===== src/defines.sv =====
package defines;

	localparam int XLEN = 32;

	typedef logic [XLEN-1:0] data_t;
	typedef logic [4:0] reg_idx_t;

	// base opcodes of the supported subset
	typedef enum logic [6:0] {
		LUI    = 7'b0110111,
		AUIPC  = 7'b0010111,
		OP_IMM = 7'b0010011,
		OP     = 7'b0110011,
		B      = 7'b1100011,
		JAL    = 7'b1101111,
		JALR   = 7'b1100111
	} opcode_t;

	typedef enum logic [2:0] {
		BEQ  = 3'b000,
		BNE  = 3'b001,
		BLT  = 3'b100,
		BGE  = 3'b101,
		BLTU = 3'b110,
		BGEU = 3'b111
	} funct3_t;

	// alu codes share the funct3 field with the branch codes
	localparam logic [2:0] ADD_SUB = 3'b000;
	localparam logic [2:0] SLL     = 3'b001;
	localparam logic [2:0] SLT     = 3'b010;
	localparam logic [2:0] SLTU    = 3'b011;
	localparam logic [2:0] XOR     = 3'b100;
	localparam logic [2:0] SR      = 3'b101; // srl or sra by bit 30
	localparam logic [2:0] OR      = 3'b110;
	localparam logic [2:0] AND     = 3'b111;

	localparam data_t NULL = '0;

	typedef union packed {
		struct packed {
			logic [6:0] funct7;
			reg_idx_t rs2;
			reg_idx_t rs1;
			funct3_t funct3;
			reg_idx_t rd;
			opcode_t opcode;
		} r_type;
		struct packed {
			logic [11:0] imm;
			reg_idx_t rs1;
			funct3_t funct3;
			reg_idx_t rd;
			opcode_t opcode;
		} i_type;
		struct packed {
			logic [6:0] imm_11_5;
			reg_idx_t rs2;
			reg_idx_t rs1;
			funct3_t funct3;
			logic [4:0] imm_4_0;
			opcode_t opcode;
		} s_type;
		struct packed {
			logic imm_12;
			logic [5:0] imm_10_5;
			reg_idx_t rs2;
			reg_idx_t rs1;
			funct3_t funct3;
			logic [3:0] imm_4_1;
			logic imm_11;
			opcode_t opcode;
		} b_type;
		struct packed {
			logic [19:0] imm_31_12;
			reg_idx_t rd;
			opcode_t opcode;
		} u_type;
		struct packed {
			logic imm_20;
			logic [9:0] imm_10_1;
			logic imm_11;
			logic [7:0] imm_19_12;
			reg_idx_t rd;
			opcode_t opcode;
		} j_type;
		logic [XLEN-1:0] raw;
	} instr_t;

	function automatic data_t get_imm_i(instr_t i);
		return {{20{i.i_type.imm[11]}}, i.i_type.imm};
	endfunction

	// branch offsets count in 2 byte steps
	function automatic data_t get_imm_b(instr_t i);
		return {{20{i.b_type.imm_12}}, i.b_type.imm_11, i.b_type.imm_10_5,
			i.b_type.imm_4_1, 1'b0};
	endfunction

	function automatic data_t get_imm_u(instr_t i);
		return {i.u_type.imm_31_12, 12'b0};
	endfunction

	function automatic data_t get_imm_j(instr_t i);
		return {{12{i.j_type.imm_20}}, i.j_type.imm_19_12, i.j_type.imm_11,
			i.j_type.imm_10_1, 1'b0};
	endfunction

endpackage


===== src/pc_adder.sv =====
`timescale 1ns/1ps

module pc_adder (
	input defines::instr_t instr,
	input defines::data_t pc,
	input defines::data_t rs1,
	input defines::data_t rs2,

	output defines::data_t pc_bj,	// redirect target
	output logic pc_sel
);

	defines::opcode_t opcode;
	defines::funct3_t funct3;
	assign opcode = instr.b_type.opcode;
	assign funct3 = instr.b_type.funct3;

	// one extra bit on top catches borrow and sign
	logic [defines::XLEN:0] diff_u;
	logic [defines::XLEN:0] diff_s;
	assign diff_u = {1'b0, rs1} - {1'b0, rs2};
	assign diff_s = {rs1[defines::XLEN-1], rs1} - {rs2[defines::XLEN-1], rs2};

	logic eq, lt, ltu;
	assign eq  = (diff_u[defines::XLEN-1:0] == '0);
	assign lt  = diff_s[defines::XLEN];	// negative result
	assign ltu = diff_u[defines::XLEN];	// borrow out

	logic cond;
	always_comb begin
		case (funct3)
			defines::BEQ:  cond = eq;
			defines::BNE:  cond = ~eq;
			defines::BLT:  cond = lt;
			defines::BGE:  cond = ~lt;
			defines::BLTU: cond = ltu;
			defines::BGEU: cond = ~ltu;
			default:       cond = 1'b0;	// 010 and 011 are not branches
		endcase
	end

	logic branch_taken, is_jal, is_jalr;
	assign branch_taken = (opcode == defines::B) && cond;
	assign is_jal  = (opcode == defines::JAL);
	assign is_jalr = (opcode == defines::JALR);

	// jalr adds to rs1, everything else to the pc
	defines::data_t base, imm, sum;
	assign base = is_jalr ? rs1 : pc;
	assign imm  = is_jalr ? defines::get_imm_i(instr) :
	              is_jal  ? defines::get_imm_j(instr) :
	              defines::get_imm_b(instr);
	assign sum  = base + imm;

	assign pc_sel = branch_taken || is_jal || is_jalr;

	// jalr drops bit 0 of the sum
	assign pc_bj = !pc_sel ? defines::NULL :
	               is_jalr ? {sum[defines::XLEN-1:1], 1'b0} :
	               sum;

endmodule


===== src/alu.sv =====
`timescale 1ns/1ps

module alu (
	input defines::instr_t instr,
	input defines::data_t pc,
	input defines::data_t rs1,
	input defines::data_t rs2,

	output defines::data_t result
);

	defines::opcode_t opcode;
	logic [2:0] funct3;
	logic alt;	// instruction bit 30
	assign opcode = instr.r_type.opcode;
	assign funct3 = instr.r_type.funct3;
	assign alt    = instr.raw[30];

	defines::data_t op_b;
	assign op_b = (opcode == defines::OP) ? rs2 : defines::get_imm_i(instr);

	logic [4:0] shamt;
	assign shamt = op_b[4:0];

	// subtract exists only in the register form
	logic do_sub;
	assign do_sub = (opcode == defines::OP) && alt;

	defines::data_t alu_out;
	always_comb begin
		case (funct3)
			defines::ADD_SUB: alu_out = do_sub ? rs1 - op_b : rs1 + op_b;
			defines::SLL:     alu_out = rs1 << shamt;
			defines::SLT:     alu_out = {31'b0, $signed(rs1) < $signed(op_b)};
			defines::SLTU:    alu_out = {31'b0, rs1 < op_b};
			defines::XOR:     alu_out = rs1 ^ op_b;
			defines::SR: begin
				if (alt)
					alu_out = $signed(rs1) >>> shamt;	// sign fill
				else
					alu_out = rs1 >> shamt;
			end
			defines::OR:      alu_out = rs1 | op_b;
			default:          alu_out = rs1 & op_b;
		endcase
	end

	always_comb begin
		case (opcode)
			defines::LUI:    result = defines::get_imm_u(instr);
			defines::AUIPC:  result = pc + defines::get_imm_u(instr);
			defines::OP,
			defines::OP_IMM: result = alu_out;
			default:         result = defines::NULL;	// jumps and branches
		endcase
	end

endmodule


===== src/reg_file.sv =====
`timescale 1ns/1ps

module reg_file (
	input logic clk,
	input logic rst,

	input defines::reg_idx_t rs1_idx,
	input defines::reg_idx_t rs2_idx,
	output defines::data_t rs1_data,
	output defines::data_t rs2_data,

	input logic we,
	input defines::reg_idx_t rd_idx,
	input defines::data_t rd_data
);

	// x0 has no storage
	defines::data_t regs [1:31];

	assign rs1_data = (rs1_idx == '0) ? defines::NULL : regs[rs1_idx];
	assign rs2_data = (rs2_idx == '0) ? defines::NULL : regs[rs2_idx];

	always_ff @(posedge clk) begin
		if (rst) begin
			for (int i = 1; i < 32; i++) begin
				regs[i] <= defines::NULL;
			end
		end else if (we && rd_idx != '0) begin	// writes to x0 dropped
			regs[rd_idx] <= rd_data;
		end
	end

endmodule


===== src/ctrl_fsm.sv =====
`timescale 1ns/1ps

module ctrl_fsm #(
	parameter defines::data_t RESET_PC = '0
) (
	input logic clk,
	input logic rst,

	output defines::data_t imem_addr,
	input defines::data_t imem_rdata,

	output defines::instr_t instr,
	output defines::data_t pc,

	input defines::data_t alu_result,
	input defines::data_t pc_bj,
	input logic pc_sel,

	output logic reg_we,
	output defines::data_t rd_data,
	output logic retire,
	output logic halted
);

	typedef enum logic [1:0] {FETCH, EXECUTE, WRITEBACK, HALT} state_t;
	state_t state;

	// results caught in execute, used in writeback
	defines::data_t alu_q;
	defines::data_t bj_q;
	logic sel_q;

	defines::opcode_t opcode;
	logic is_jump, supported;
	defines::data_t pc_plus4;

	assign opcode    = instr.r_type.opcode;
	assign is_jump   = (opcode == defines::JAL) || (opcode == defines::JALR);
	assign supported = opcode inside {defines::LUI, defines::AUIPC, defines::OP_IMM,
	                                  defines::OP, defines::B, defines::JAL, defines::JALR};
	assign pc_plus4  = pc + 'd4;

	assign imem_addr = pc;	// read answers in the same cycle

	always_ff @(posedge clk) begin
		if (rst) begin
			state <= FETCH;
			pc    <= RESET_PC;
		end else begin
			case (state)
				FETCH:     state <= EXECUTE;
				EXECUTE:   state <= supported ? WRITEBACK : HALT;
				WRITEBACK: begin
					pc    <= sel_q ? bj_q : pc_plus4;
					state <= FETCH;
				end
				default:   state <= HALT;	// stuck until rst
			endcase
		end
	end

	always_ff @(posedge clk) begin
		if (state == FETCH)
			instr.raw <= imem_rdata;
		if (state == EXECUTE) begin
			alu_q <= alu_result;
			bj_q  <= pc_bj;
			sel_q <= pc_sel;
		end
	end

	// link address for jumps
	assign rd_data = is_jump ? pc_plus4 : alu_q;

	assign retire = (state == WRITEBACK);
	assign reg_we = retire && (opcode != defines::B);	// branches have no rd
	assign halted = (state == HALT);

endmodule


===== src/perf_counters.sv =====
`timescale 1ns/1ps

module perf_counters #(
	parameter int CNT_W = 32
) (
	input logic clk,
	input logic rst,

	input logic run,
	input logic retire,

	output logic [CNT_W-1:0] cycle_count,
	output logic [CNT_W-1:0] instret_count
);

	logic cycle_full, instret_full;
	assign cycle_full   = &cycle_count;
	assign instret_full = &instret_count;

	// both saturate at all ones
	always_ff @(posedge clk) begin
		if (rst) begin
			cycle_count   <= '0;
			instret_count <= '0;
		end else begin
			if (run && !cycle_full)
				cycle_count <= cycle_count + 1'b1;
			if (retire && !instret_full)
				instret_count <= instret_count + 1'b1;
		end
	end

endmodule


===== src/rv_core.sv =====
`timescale 1ns/1ps

module rv_core #(
	parameter defines::data_t RESET_PC = '0,
	parameter int CNT_W = 32
) (
	input logic clk,
	input logic rst,

	output defines::data_t imem_addr,
	input defines::data_t imem_rdata,

	output logic retire,
	output defines::data_t retire_pc,
	output defines::reg_idx_t retire_rd,
	output defines::data_t retire_wdata,
	output logic halted,

	output logic [CNT_W-1:0] cycle_count,
	output logic [CNT_W-1:0] instret_count
);

	// retire_pc carries the live pc and retire_wdata the write value
	defines::instr_t instr;
	defines::data_t rs1_data, rs2_data;
	defines::data_t alu_result;
	defines::data_t pc_bj;
	logic pc_sel;
	logic reg_we;

	ctrl_fsm #(
		.RESET_PC(RESET_PC)
	) i_ctrl_fsm (
		.clk(clk),
		.rst(rst),
		.imem_addr(imem_addr),
		.imem_rdata(imem_rdata),
		.instr(instr),
		.pc(retire_pc),
		.alu_result(alu_result),
		.pc_bj(pc_bj),
		.pc_sel(pc_sel),
		.reg_we(reg_we),
		.rd_data(retire_wdata),
		.retire(retire),
		.halted(halted)
	);

	reg_file i_reg_file (
		.clk(clk),
		.rst(rst),
		.rs1_idx(instr.r_type.rs1),
		.rs2_idx(instr.r_type.rs2),
		.rs1_data(rs1_data),
		.rs2_data(rs2_data),
		.we(reg_we),
		.rd_idx(instr.r_type.rd),
		.rd_data(retire_wdata)
	);

	alu i_alu (
		.instr(instr),
		.pc(retire_pc),
		.rs1(rs1_data),
		.rs2(rs2_data),
		.result(alu_result)
	);

	pc_adder i_pc_adder (
		.instr(instr),
		.pc(retire_pc),
		.rs1(rs1_data),
		.rs2(rs2_data),
		.pc_bj(pc_bj),
		.pc_sel(pc_sel)
	);

	perf_counters #(
		.CNT_W(CNT_W)
	) i_perf_counters (
		.clk(clk),
		.rst(rst),
		.run(~halted),	// cycles stop at halt
		.retire(retire),
		.cycle_count(cycle_count),
		.instret_count(instret_count)
	);

	// rd bits of a branch are immediate bits
	assign retire_rd = (instr.r_type.opcode == defines::B) ? '0 : instr.r_type.rd;

endmodule


===== config.mk =====
export PLATFORM = sky130hd
export DESIGN_NAME = rv_core
export DESIGN_NICKNAME = d
export VERILOG_FILES = /design/src/defines.sv /design/src/pc_adder.sv /design/src/alu.sv /design/src/reg_file.sv /design/src/ctrl_fsm.sv /design/src/perf_counters.sv /design/src/rv_core.sv
export SDC_FILE = /design/constraint.sdc
export NUM_CORES = 2
export LEC_CHECK = 0
export BUFFER_PORTS_ARGS = -buffer_cell sky130_fd_sc_hd__clkbuf_2
export CORE_ASPECT_RATIO = 1.5
export CORE_MARGIN = 5
export CORE_UTILIZATION = 47
export DETAILED_ROUTE_END_ITERATION = 10
export GPL_TIMING_DRIVEN = 1
export HOLD_SLACK_MARGIN = 0.12
export PLACE_DENSITY = 0.65
export SYNTH_ARGS = -nofsm -noshare
export SYNTH_HDL_FRONTEND = slang
export SYNTH_HIERARCHICAL = 1
export SYNTH_SLANG_ARGS = --single-unit

===== constraint.sdc =====
create_clock -name clk -period 5.5 [get_ports clk]
set_input_delay 0.825 -clock clk [delete_from_list [all_inputs] [get_ports clk]]
set_output_delay 0.825 -clock clk [all_outputs]
set_load 0.01 [all_outputs]

; ---- Yosys cells after proc, flatten, opt, wreduce, memory -nomap -nowiden
; Memories as Yosys holds them, arrays and structs flattened. A register that Yosys moved wholly into a read port is not among the register bits.
; Cells that the tools add are included.
[classes]
order_cmp = 2
n_mux = 26
add_sub_neg = 9
reduce_logical = 23
eq_ne = 18
n_bitwise = 8
div = 0
shift = 3
mul = 0
[op_table]
columns = operator, n
row1 = 2-to-1 mux 32 bit, 9
row2 = one-hot mux 32 bit (7 select lines), 1
row3 = adder 32 bit, 3
row4 = one-hot mux 32 bit (3 select lines), 1
row5 = subtractor 32 x 32 -> 33 bit, 2
row6 = "adder 32 x 1 -> 32 bit, second input constant", 2
row7 = less-than comparator 32 bit, 2
row8 = AND reduction 32 bit, 2
row9 = 2-to-1 mux 20 bit, 2
row10 = "adder 32 x 3 -> 32 bit, second input constant", 1
row11 = AND 32 bit, 1
row12 = zero test 32 bit, 1
row13 = OR 32 bit, 1
row14 = OR reduction 32 bit, 1
row15 = left shift 32 x 5 -> 32 bit, 1
row16 = >> shifter 32 x 5 -> 32 bit, 1
row17 = >>> shifter 32 x 5 -> 32 bit, 1
row18 = subtractor 32 bit, 1
row19 = bitwise XOR 32 bit, 1
row20 = "== test 7 bit, second input constant", 3
row21 = 2-to-1 mux 5 bit, 4
row22 = "== test 7 x 5 -> 1 bit, second input constant", 2
row23 = "== test 7 x 6 -> 1 bit, second input constant", 2
row24 = "== test 3 bit, second input constant", 4
row25 = other kinds (18), 40
[totals]
latchBits = 0
ramBits = 992
memories = 1
elab_cells = 99
romBits = 0
output_inout_bits = 167
regBits = 195
inputBits = 34
[mem_list]
columns = memory, words, width, read_ports, rd_clocked_by_memory_dff, wr, line
row1 = i_reg_file.regs, 31, 32, 2, 2, 31, reg_file.sv:18  ; defines::data_t regs [1:31];

; ---- Logic depth before layout (Yosys ltp)
[logic_depth]
ltp_word = 11
depth_mapped = 28
ltp_nobuf = 20

; ---- Modules after synthesis
; The synthesis kept the hierarchy.
[modules_own_cells]
columns = mod, area_per_inst_um2, instances, seq_area_each_um2, cells_per_inst
row1 = reg_file, 54225.8, 1, 30749.5, 3500
row2 = alu, 10705.3, 1, 0.0, 1763
row3 = ctrl_fsm, 6083.3, 1, 3593.4, 544
row4 = pc_adder, 4565.6, 1, 0.0, 683
row5 = perf_counters, 3309.4, 1, 1281.2, 389
row6 = rv_core, 71.3, 1, 0.0, 8

; ---- Least setup slack after synthesis
; No wires, ideal clock.
[synth_timing]
path_kind = reg-to-reg
startpoint = register i_ctrl_fsm/instr[16] (netlist name)
endpoint = register i_ctrl_fsm.bj_q[4], data pin
path_stages_with_launch = 21
t_arrival_ns = 5.404
setup_slack_ns = -0.170
n_path_buf = 5
period_less_slack_ns = 5.670
setup_ns = 0.266
required_ns = 5.234
path_cell_list = edfxtp_1 -> buf_4 -> buf_4 -> buf_4 -> buf_4 -> mux4_2 -> o22ai_1 -> nor3_1 -> ha_1 -> nor2b_1 -> o211ai_1 -> a21oi_2 -> o31a_1 -> or3_1 -> a211o_1 -> or4_1 -> nor4_2 -> a21oi_1 -> nor3b_4 -> buf_6 -> nor3_2
[synth_via]
elab_chain_len = 9
word_cells_on_any_way = 14
classes_between = add/sub (3) / mux (3) / bitwise (3) / reduce/logical (5)
[synth_rtl]
columns = item, line
row1 = "start, declared", ctrl_fsm.sv:12  ; output defines::instr_t instr,
row2 = zero test 5 bit *, reg_file.sv:20  ; assign rs1_data = (rs1_idx == '0) ? defines::NULL : regs[rs1_idx];
row3 = 2-to-1 mux 32 bit *, reg_file.sv:20
row4 = via rs1_data[2], rv_core.sv:25  ; defines::data_t rs1_data, rs2_data;
row5 = subtractor 32 x 32 -> 33 bit, pc_adder.sv:21  ; assign diff_u = {1'b0, rs1} - {1'b0, rs2};
row6 = zero test 32 bit, pc_adder.sv:25  ; assign eq = (diff_u[defines::XLEN-1:0] == '0);
row7 = inverter 1 bit, pc_adder.sv:33  ; defines::BNE: cond = ~eq;
row8 = one-hot mux 1 bit (6 select lines), pc_adder.sv:31  ; case (funct3)
row9 = logical AND 1 bit, pc_adder.sv:43  ; assign branch_taken = (opcode == defines::B) && cond;
row10 = logical OR 1 bit (2 in series), pc_adder.sv:55  ; assign pc_sel = branch_taken || is_jal || is_jalr;
row11 = "end signal, assigned", ctrl_fsm.sv:67  ; bj_q <= pc_bj;
row12 = "end, declared", ctrl_fsm.sv:30  ; defines::data_t bj_q;
; The timed path passes the listed nets; every way through them passes the cells marked *.
; A chain may end at the register's enable or synchronous reset.

; ---- Worst setup path after layout
[layout_timing]
startpoint = register i_ctrl_fsm/instr[20] (netlist name)
endpoint = register i_ctrl_fsm.bj_q[19], data pin
[layout_via]
elab_chain_len = 9
word_cells_on_any_way = 15
classes_between = add/sub (3) / mux (4) / bitwise (3) / reduce/logical (5)
[layout_rtl]
columns = item, line
row1 = zero test 5 bit *, reg_file.sv:21  ; assign rs2_data = (rs2_idx == '0) ? defines::NULL : regs[rs2_idx];
row2 = 2-to-1 mux 32 bit *, reg_file.sv:21
row3 = via rs2_data[4], rv_core.sv:25
row4 = subtractor 32 x 32 -> 33 bit, pc_adder.sv:21
row5 = zero test 32 bit, pc_adder.sv:25
row6 = inverter 1 bit, pc_adder.sv:33
row7 = one-hot mux 1 bit (6 select lines) *, pc_adder.sv:31
row8 = logical AND 1 bit *, pc_adder.sv:43
row9 = logical OR 1 bit * (2 in series), pc_adder.sv:55
; Marked as above.

==> load_flow_metrics.sql <==
INSERT INTO impl_metrics (metric_group, metric, value, unit) VALUES
('critical_path', 'worst_setup_path_startpoint', 'i_ctrl_fsm/instr[20]$_DFFE_PP_', ''),
('pwr', 'leakage', '37.6', 'nW'),
('hold_path', 'hp-class', 'in -> reg', ''),
('clock_tree', 'cts_tree', 'built', ''),
('synthesis', 'synth_enable_flop_cells', '1121', ''),
('sta', 'timing.slew.headroom', '15.7', '%'),
('critical_path', 'timing.critical_path.to', 'i_ctrl_fsm/bj_q[19]$_DFFE_PP_', ''),
('pwr', 'power.share.clock', '30.3', '%'),
('critical_path', 'timing.critical_path.to_type', 'register', ''),
('synthesis', 'ys_seq_area_share', '45.1', '%'),
('synthesis', 'flip_flop_and_latch_count_after_synthesis', '1219', ''),
('clock_tree', 'cts.clk_slew.worst_paths', '0.06', 'ns'),
('sta', 'finalWorstSetupSlack', '-0.486', 'ns'),
('global_routing', 'number_of_global_route_vias_before_repair', '67600', ''),
('floorplanning', 'floorplan.die.width', '345', 'um'),
('pwr', 'total_power', '28.0', 'mW'),
('drt', 'detail_route.drc_violations', '0', ''),
('floorplanning', 'die_height', '512', 'um'),
('sta', 'fmaxAchievable', '0.167', 'GHz'),
('clock_tree', 'cts_htree_levels', '3', ''),
('clock_tree', 'numCtsBuffers', '117', ''),
('sta', 'setup_repair_after_global_routing_missed_its_margin', 'yes', ''),
('status', 'failed_checks', 'negative setup slack', ''),
('synthesis', 'netlist_cell_types', '123', ''),
('global_routing', 'grt-ovfl-total', '0', ''),
('global_routing', 'antenna_found_initial', '32', ''),
('final_layout', 'post_synthesis_to_final_layout_area_growth', '22.9', '%'),
('floorplanning', 'core-area', '167000', 'um^2'),
('pwr', 'vdd_ir_drop_max', '298', 'uV'),
('status', 'outcome', 'finished, violations left', ''),
('synthesis', 'post-synth-top-count-cell', 'sky130_fd_sc_hd__edfxtp_1', ''),
('drt', 'post_drt_wl_per_cell', '33.9', 'um'),
('sta', 'clock_skews', '0.0891', 'ns'),
('synthesis', 'mapped_avg_cell_area', '11.5', 'um^2'),
('global_routing', 'grt_max_degree', '75', ''),
('pwr', 'share_of_total_power_consumed_by_net_switching', '32.7', '%'),
('pwr', 'p_int', '18.8', 'mW'),
('global_routing', 'grt_first_pass_wirelength', '482', 'mm'),
('floorplanning', 'floorplan.rows', '184', ''),
('drt', 'drt_antenna_net_count', '0', ''),
('clock_tree', 'insertion_delay', '0.82', 'ns'),
('clock_tree', 'cts_root_buf', 'sky130_fd_sc_hd__clkbuf_16', ''),
('critical_path', 'r2r-start', 'i_ctrl_fsm/instr[20]$_DFFE_PP_', ''),
('critical_path', 'critPathRequiredTime', '6.05', 'ns'),
('drt', 'detailedRoute.firstPassIterationCount', '6', ''),
('sta', 'setup_violating_endpoint_count_in_the_final_report', '43', ''),
('critical_path', 'criticalPathCategory', 'reg -> reg', ''),
('synthesis', 'number_of_warnings_issued_by_yosys', '6', ''),
('clock_tree', 'numClockSinks', '1219', ''),
('placement', 'gp_congestion', '1.07', ''),
('synthesis', 'synth_largest_area_cell', 'sky130_fd_sc_hd__edfxtp_1', ''),
('clock_tree', 'cts-root-to-sink-buffers', '3', ''),
('synthesis', 'ys_async_sr_fraction', '0', '%'),
('drt', 'via_count', '67300', ''),
('clock_tree', 'holdBufCountCts', '0', ''),
('drt', 'vias_per_cell', '6.59', ''),
('placement', 'dp_slack', '-0.832', 'ns'),
('synthesis', 'synthTopCellsByArea', 'sky130_fd_sc_hd__edfxtp_1 (43%), sky130_fd_sc_hd__mux4_2 (13%), sky130_fd_sc_hd__and2_1 (8.0%)', ''),
('critical_path', 'worst_setup_path_start_kind', 'register', ''),
('critical_path', 'reg2reg_slack', '-0.49', 'ns'),
('floorplanning', 'floorplan.initialDensity', '47.2', '%'),
('final_layout', 'drive_gt1_share', '33.1', '%'),
('sta', 'count_of_final_hold_check_violations', '0', ''),
('synthesis', 'yosys-top-cells-count', 'sky130_fd_sc_hd__edfxtp_1 (1,121), sky130_fd_sc_hd__and2_1 (1,015), sky130_fd_sc_hd__mux4_2 (472)', ''),
('sta', 'timing_max_transition_violations_final', '0', ''),
('synthesis', 'synthesis.instances', '6887', ''),
('critical_path', 'worstRegToRegCells', '27', ''),
('run', 'cap_violations', '0', ''),
('floorplanning', 'ios', '201', ''),
('critical_path', 'timing.rr.end', 'i_ctrl_fsm/bj_q[19]$_DFFE_PP_', ''),
('synthesis', 'synthesis.area', '79000', 'um^2');
[power groups by stage]
stage	logic (mW)	registers (mW)	clock network, mW
2_1_floorplan	3.95	10.8	0
3_3_place_gp	7.76	10.8	0
3_5_place_dp	7.79	10.9	0
4_1_cts	8.20	10.7	8.57
5_1_grt	9.11	10.7	8.96
6_report	8.78	10.7	8.48
[cell type report]
| cell class | instances | area, um^2 |
|---|---|---|
| clock inverters | 80 | 942 |
| well taps | 2232 | 2790 |
| multi-input cells | 4883 | 42100 |
| repair buffers | 1439 | 11800 |
| fillers | 13800 | 70300 |
| diodes | 19 | 47.5 |
| clock buffers | 139 | 3020 |
| flip-flops and latches | 1219 | 35600 |
| inverters | 198 | 751 |
[stage by stage]
| stage | util (%) | cell area, um^2 | TNS [ns] | cells | hold WS, ns |
|---|---|---|---|---|---|
| after floorplan | - | 79100 | -0.00197 | 6918 | 0.473 |
| after global placement | 53.6 | 89700 | -35.00 | 9880 | 0.486 |
| after detailed placement | 53.6 | 89700 | -33.49 | 9880 | 0.493 |
| after CTS | 57.0 | 95500 | -9.60 | 10100 | 0.160 |
| after global routing | 58.0 | 97000 | -19.03 | 10200 | 0.186 |
| final | 58.0 | 97000 | -16.01 | 10200 | 0.210 |
[cell usage in the layout, fill, tap and decap left out, types with 42 or more instances in the layout]
cell                        instances
sky130_fd_sc_hd__o22ai_1          104
sky130_fd_sc_hd__edfxtp_1        1121
sky130_fd_sc_hd__ha_1             159
sky130_fd_sc_hd__nor3_1            91
sky130_fd_sc_hd__buf_4           1105
sky130_fd_sc_hd__o21ai_0          263
sky130_fd_sc_hd__dfxtp_1           98
sky130_fd_sc_hd__xor2_1            53
sky130_fd_sc_hd__a21o_1            69
sky130_fd_sc_hd__nand2_1          293
sky130_fd_sc_hd__nand4_1           50
sky130_fd_sc_hd__or2_2             42
sky130_fd_sc_hd__and2_1          1010
sky130_fd_sc_hd__o211ai_1          61
sky130_fd_sc_hd__mux2_2            70
sky130_fd_sc_hd__mux4_2           472
sky130_fd_sc_hd__clkbuf_16        121
sky130_fd_sc_hd__clkbuf_2         199
sky130_fd_sc_hd__nor2_1           249
sky130_fd_sc_hd__a22o_1            58
sky130_fd_sc_hd__nand2b_1          46
sky130_fd_sc_hd__buf_12            69
sky130_fd_sc_hd__inv_1            183
sky130_fd_sc_hd__mux2i_1          188
sky130_fd_sc_hd__xnor2_1           78
sky130_fd_sc_hd__nand3_1          221
sky130_fd_sc_hd__a21oi_1          267
[registers in the layout (all words and copies together) (netlist names)]
signal	cells
i_ctrl_fsm/alu_q	32
i_ctrl_fsm/bj_q	32
i_ctrl_fsm/imem_addr	32
i_ctrl_fsm/instr	32
i_ctrl_fsm/sel_q	1
i_ctrl_fsm/state	2
i_perf_counters/cycle_count	32
i_perf_counters/instret_count	32
i_reg_file/regs	1024
[worst min-delay path by stage]
stage,to,slack [ns],cells after the start
finish,i_ctrl_fsm/instr[6]$_DFFE_PP_,0.21,1
global route,i_ctrl_fsm/instr[6]$_DFFE_PP_,0.19,1
CTS,i_ctrl_fsm/instr[24]$_DFFE_PP_,0.16,1
detailed placement,i_perf_counters/cycle_count[14]$_SDFFE_PP0P_,0.49,2
global placement,i_perf_counters/cycle_count[31]$_SDFFE_PP0P_,0.49,2
floorplan,i_ctrl_fsm/state[1]$_SDFF_PP0_,0.47,1
[per-layer routing]
layer / vias up / part of all wire (%) / global-route usage [%]
li1: 28100 / - / -
met3: 1523 / 9.7 / 8.87
met4: 4 / 11 / 32.2
met2: 4562 / 48 / 63.7
met5: - / 0.0067 / 0
met1: 33200 / 32 / 40.6
[critical path: stages, from the launching register on]
cell,delay (ns)
sky130_fd_sc_hd__edfxtp_1,0.38
sky130_fd_sc_hd__buf_6,0.13
sky130_fd_sc_hd__buf_12,0.18
sky130_fd_sc_hd__buf_12,0.13
sky130_fd_sc_hd__buf_16,0.12
sky130_fd_sc_hd__mux4_2,0.50
sky130_fd_sc_hd__a22o_1,0.21
sky130_fd_sc_hd__a2111oi_2,0.30
sky130_fd_sc_hd__buf_4,0.21
sky130_fd_sc_hd__nor3_2,0.06
sky130_fd_sc_hd__inv_1,0.07
sky130_fd_sc_hd__ha_2,0.25
sky130_fd_sc_hd__buf_4,0.16
sky130_fd_sc_hd__inv_1,0.06
sky130_fd_sc_hd__a21oi_1,0.22
sky130_fd_sc_hd__o32ai_1,0.12
sky130_fd_sc_hd__a2111oi_1,0.39
sky130_fd_sc_hd__nand4_1,0.22
sky130_fd_sc_hd__nor4_4,0.37
sky130_fd_sc_hd__buf_4,0.17
sky130_fd_sc_hd__nand4_1,0.25
sky130_fd_sc_hd__nor4_4,0.34
sky130_fd_sc_hd__buf_4,0.16
sky130_fd_sc_hd__a21oi_4,0.06
sky130_fd_sc_hd__nor3b_4,0.25
sky130_fd_sc_hd__buf_6,0.18
sky130_fd_sc_hd__clkbuf_16,0.17
sky130_fd_sc_hd__nor2b_1,0.05
[cells by family (layout without fill, tap and decap cells)]
kind of cell | after synthesis | in the layout | share of synthesized area [%]
compound gates | 1409 | 1409 | 11.8
xor+xnor | 139 | 139 | 1.54
fa+ha+maj | 179 | 179 | 2.87
buf+inv | 816 | 1856 | 4.71
flops | 1219 | 1219 | 45.1
mux | 742 | 742 | 17.0
other cells | 1 | 51 | 0.00475
simple gates | 2382 | 2382 | 16.9
[what timing repair did]
| action | 4_1_cts | 5_1_grt |
|---|---|---|
| gates resized for setup | 213 | 248 |
| hold endpoints to repair | 0 | 0 |
| gates cloned | 10 | 4 |
| pin swaps | 56 | 118 |
| setup buffers | 41 | 51 |
| setup endpoints to repair | 60 | 62 |
(Power assumes the default switching activity.)
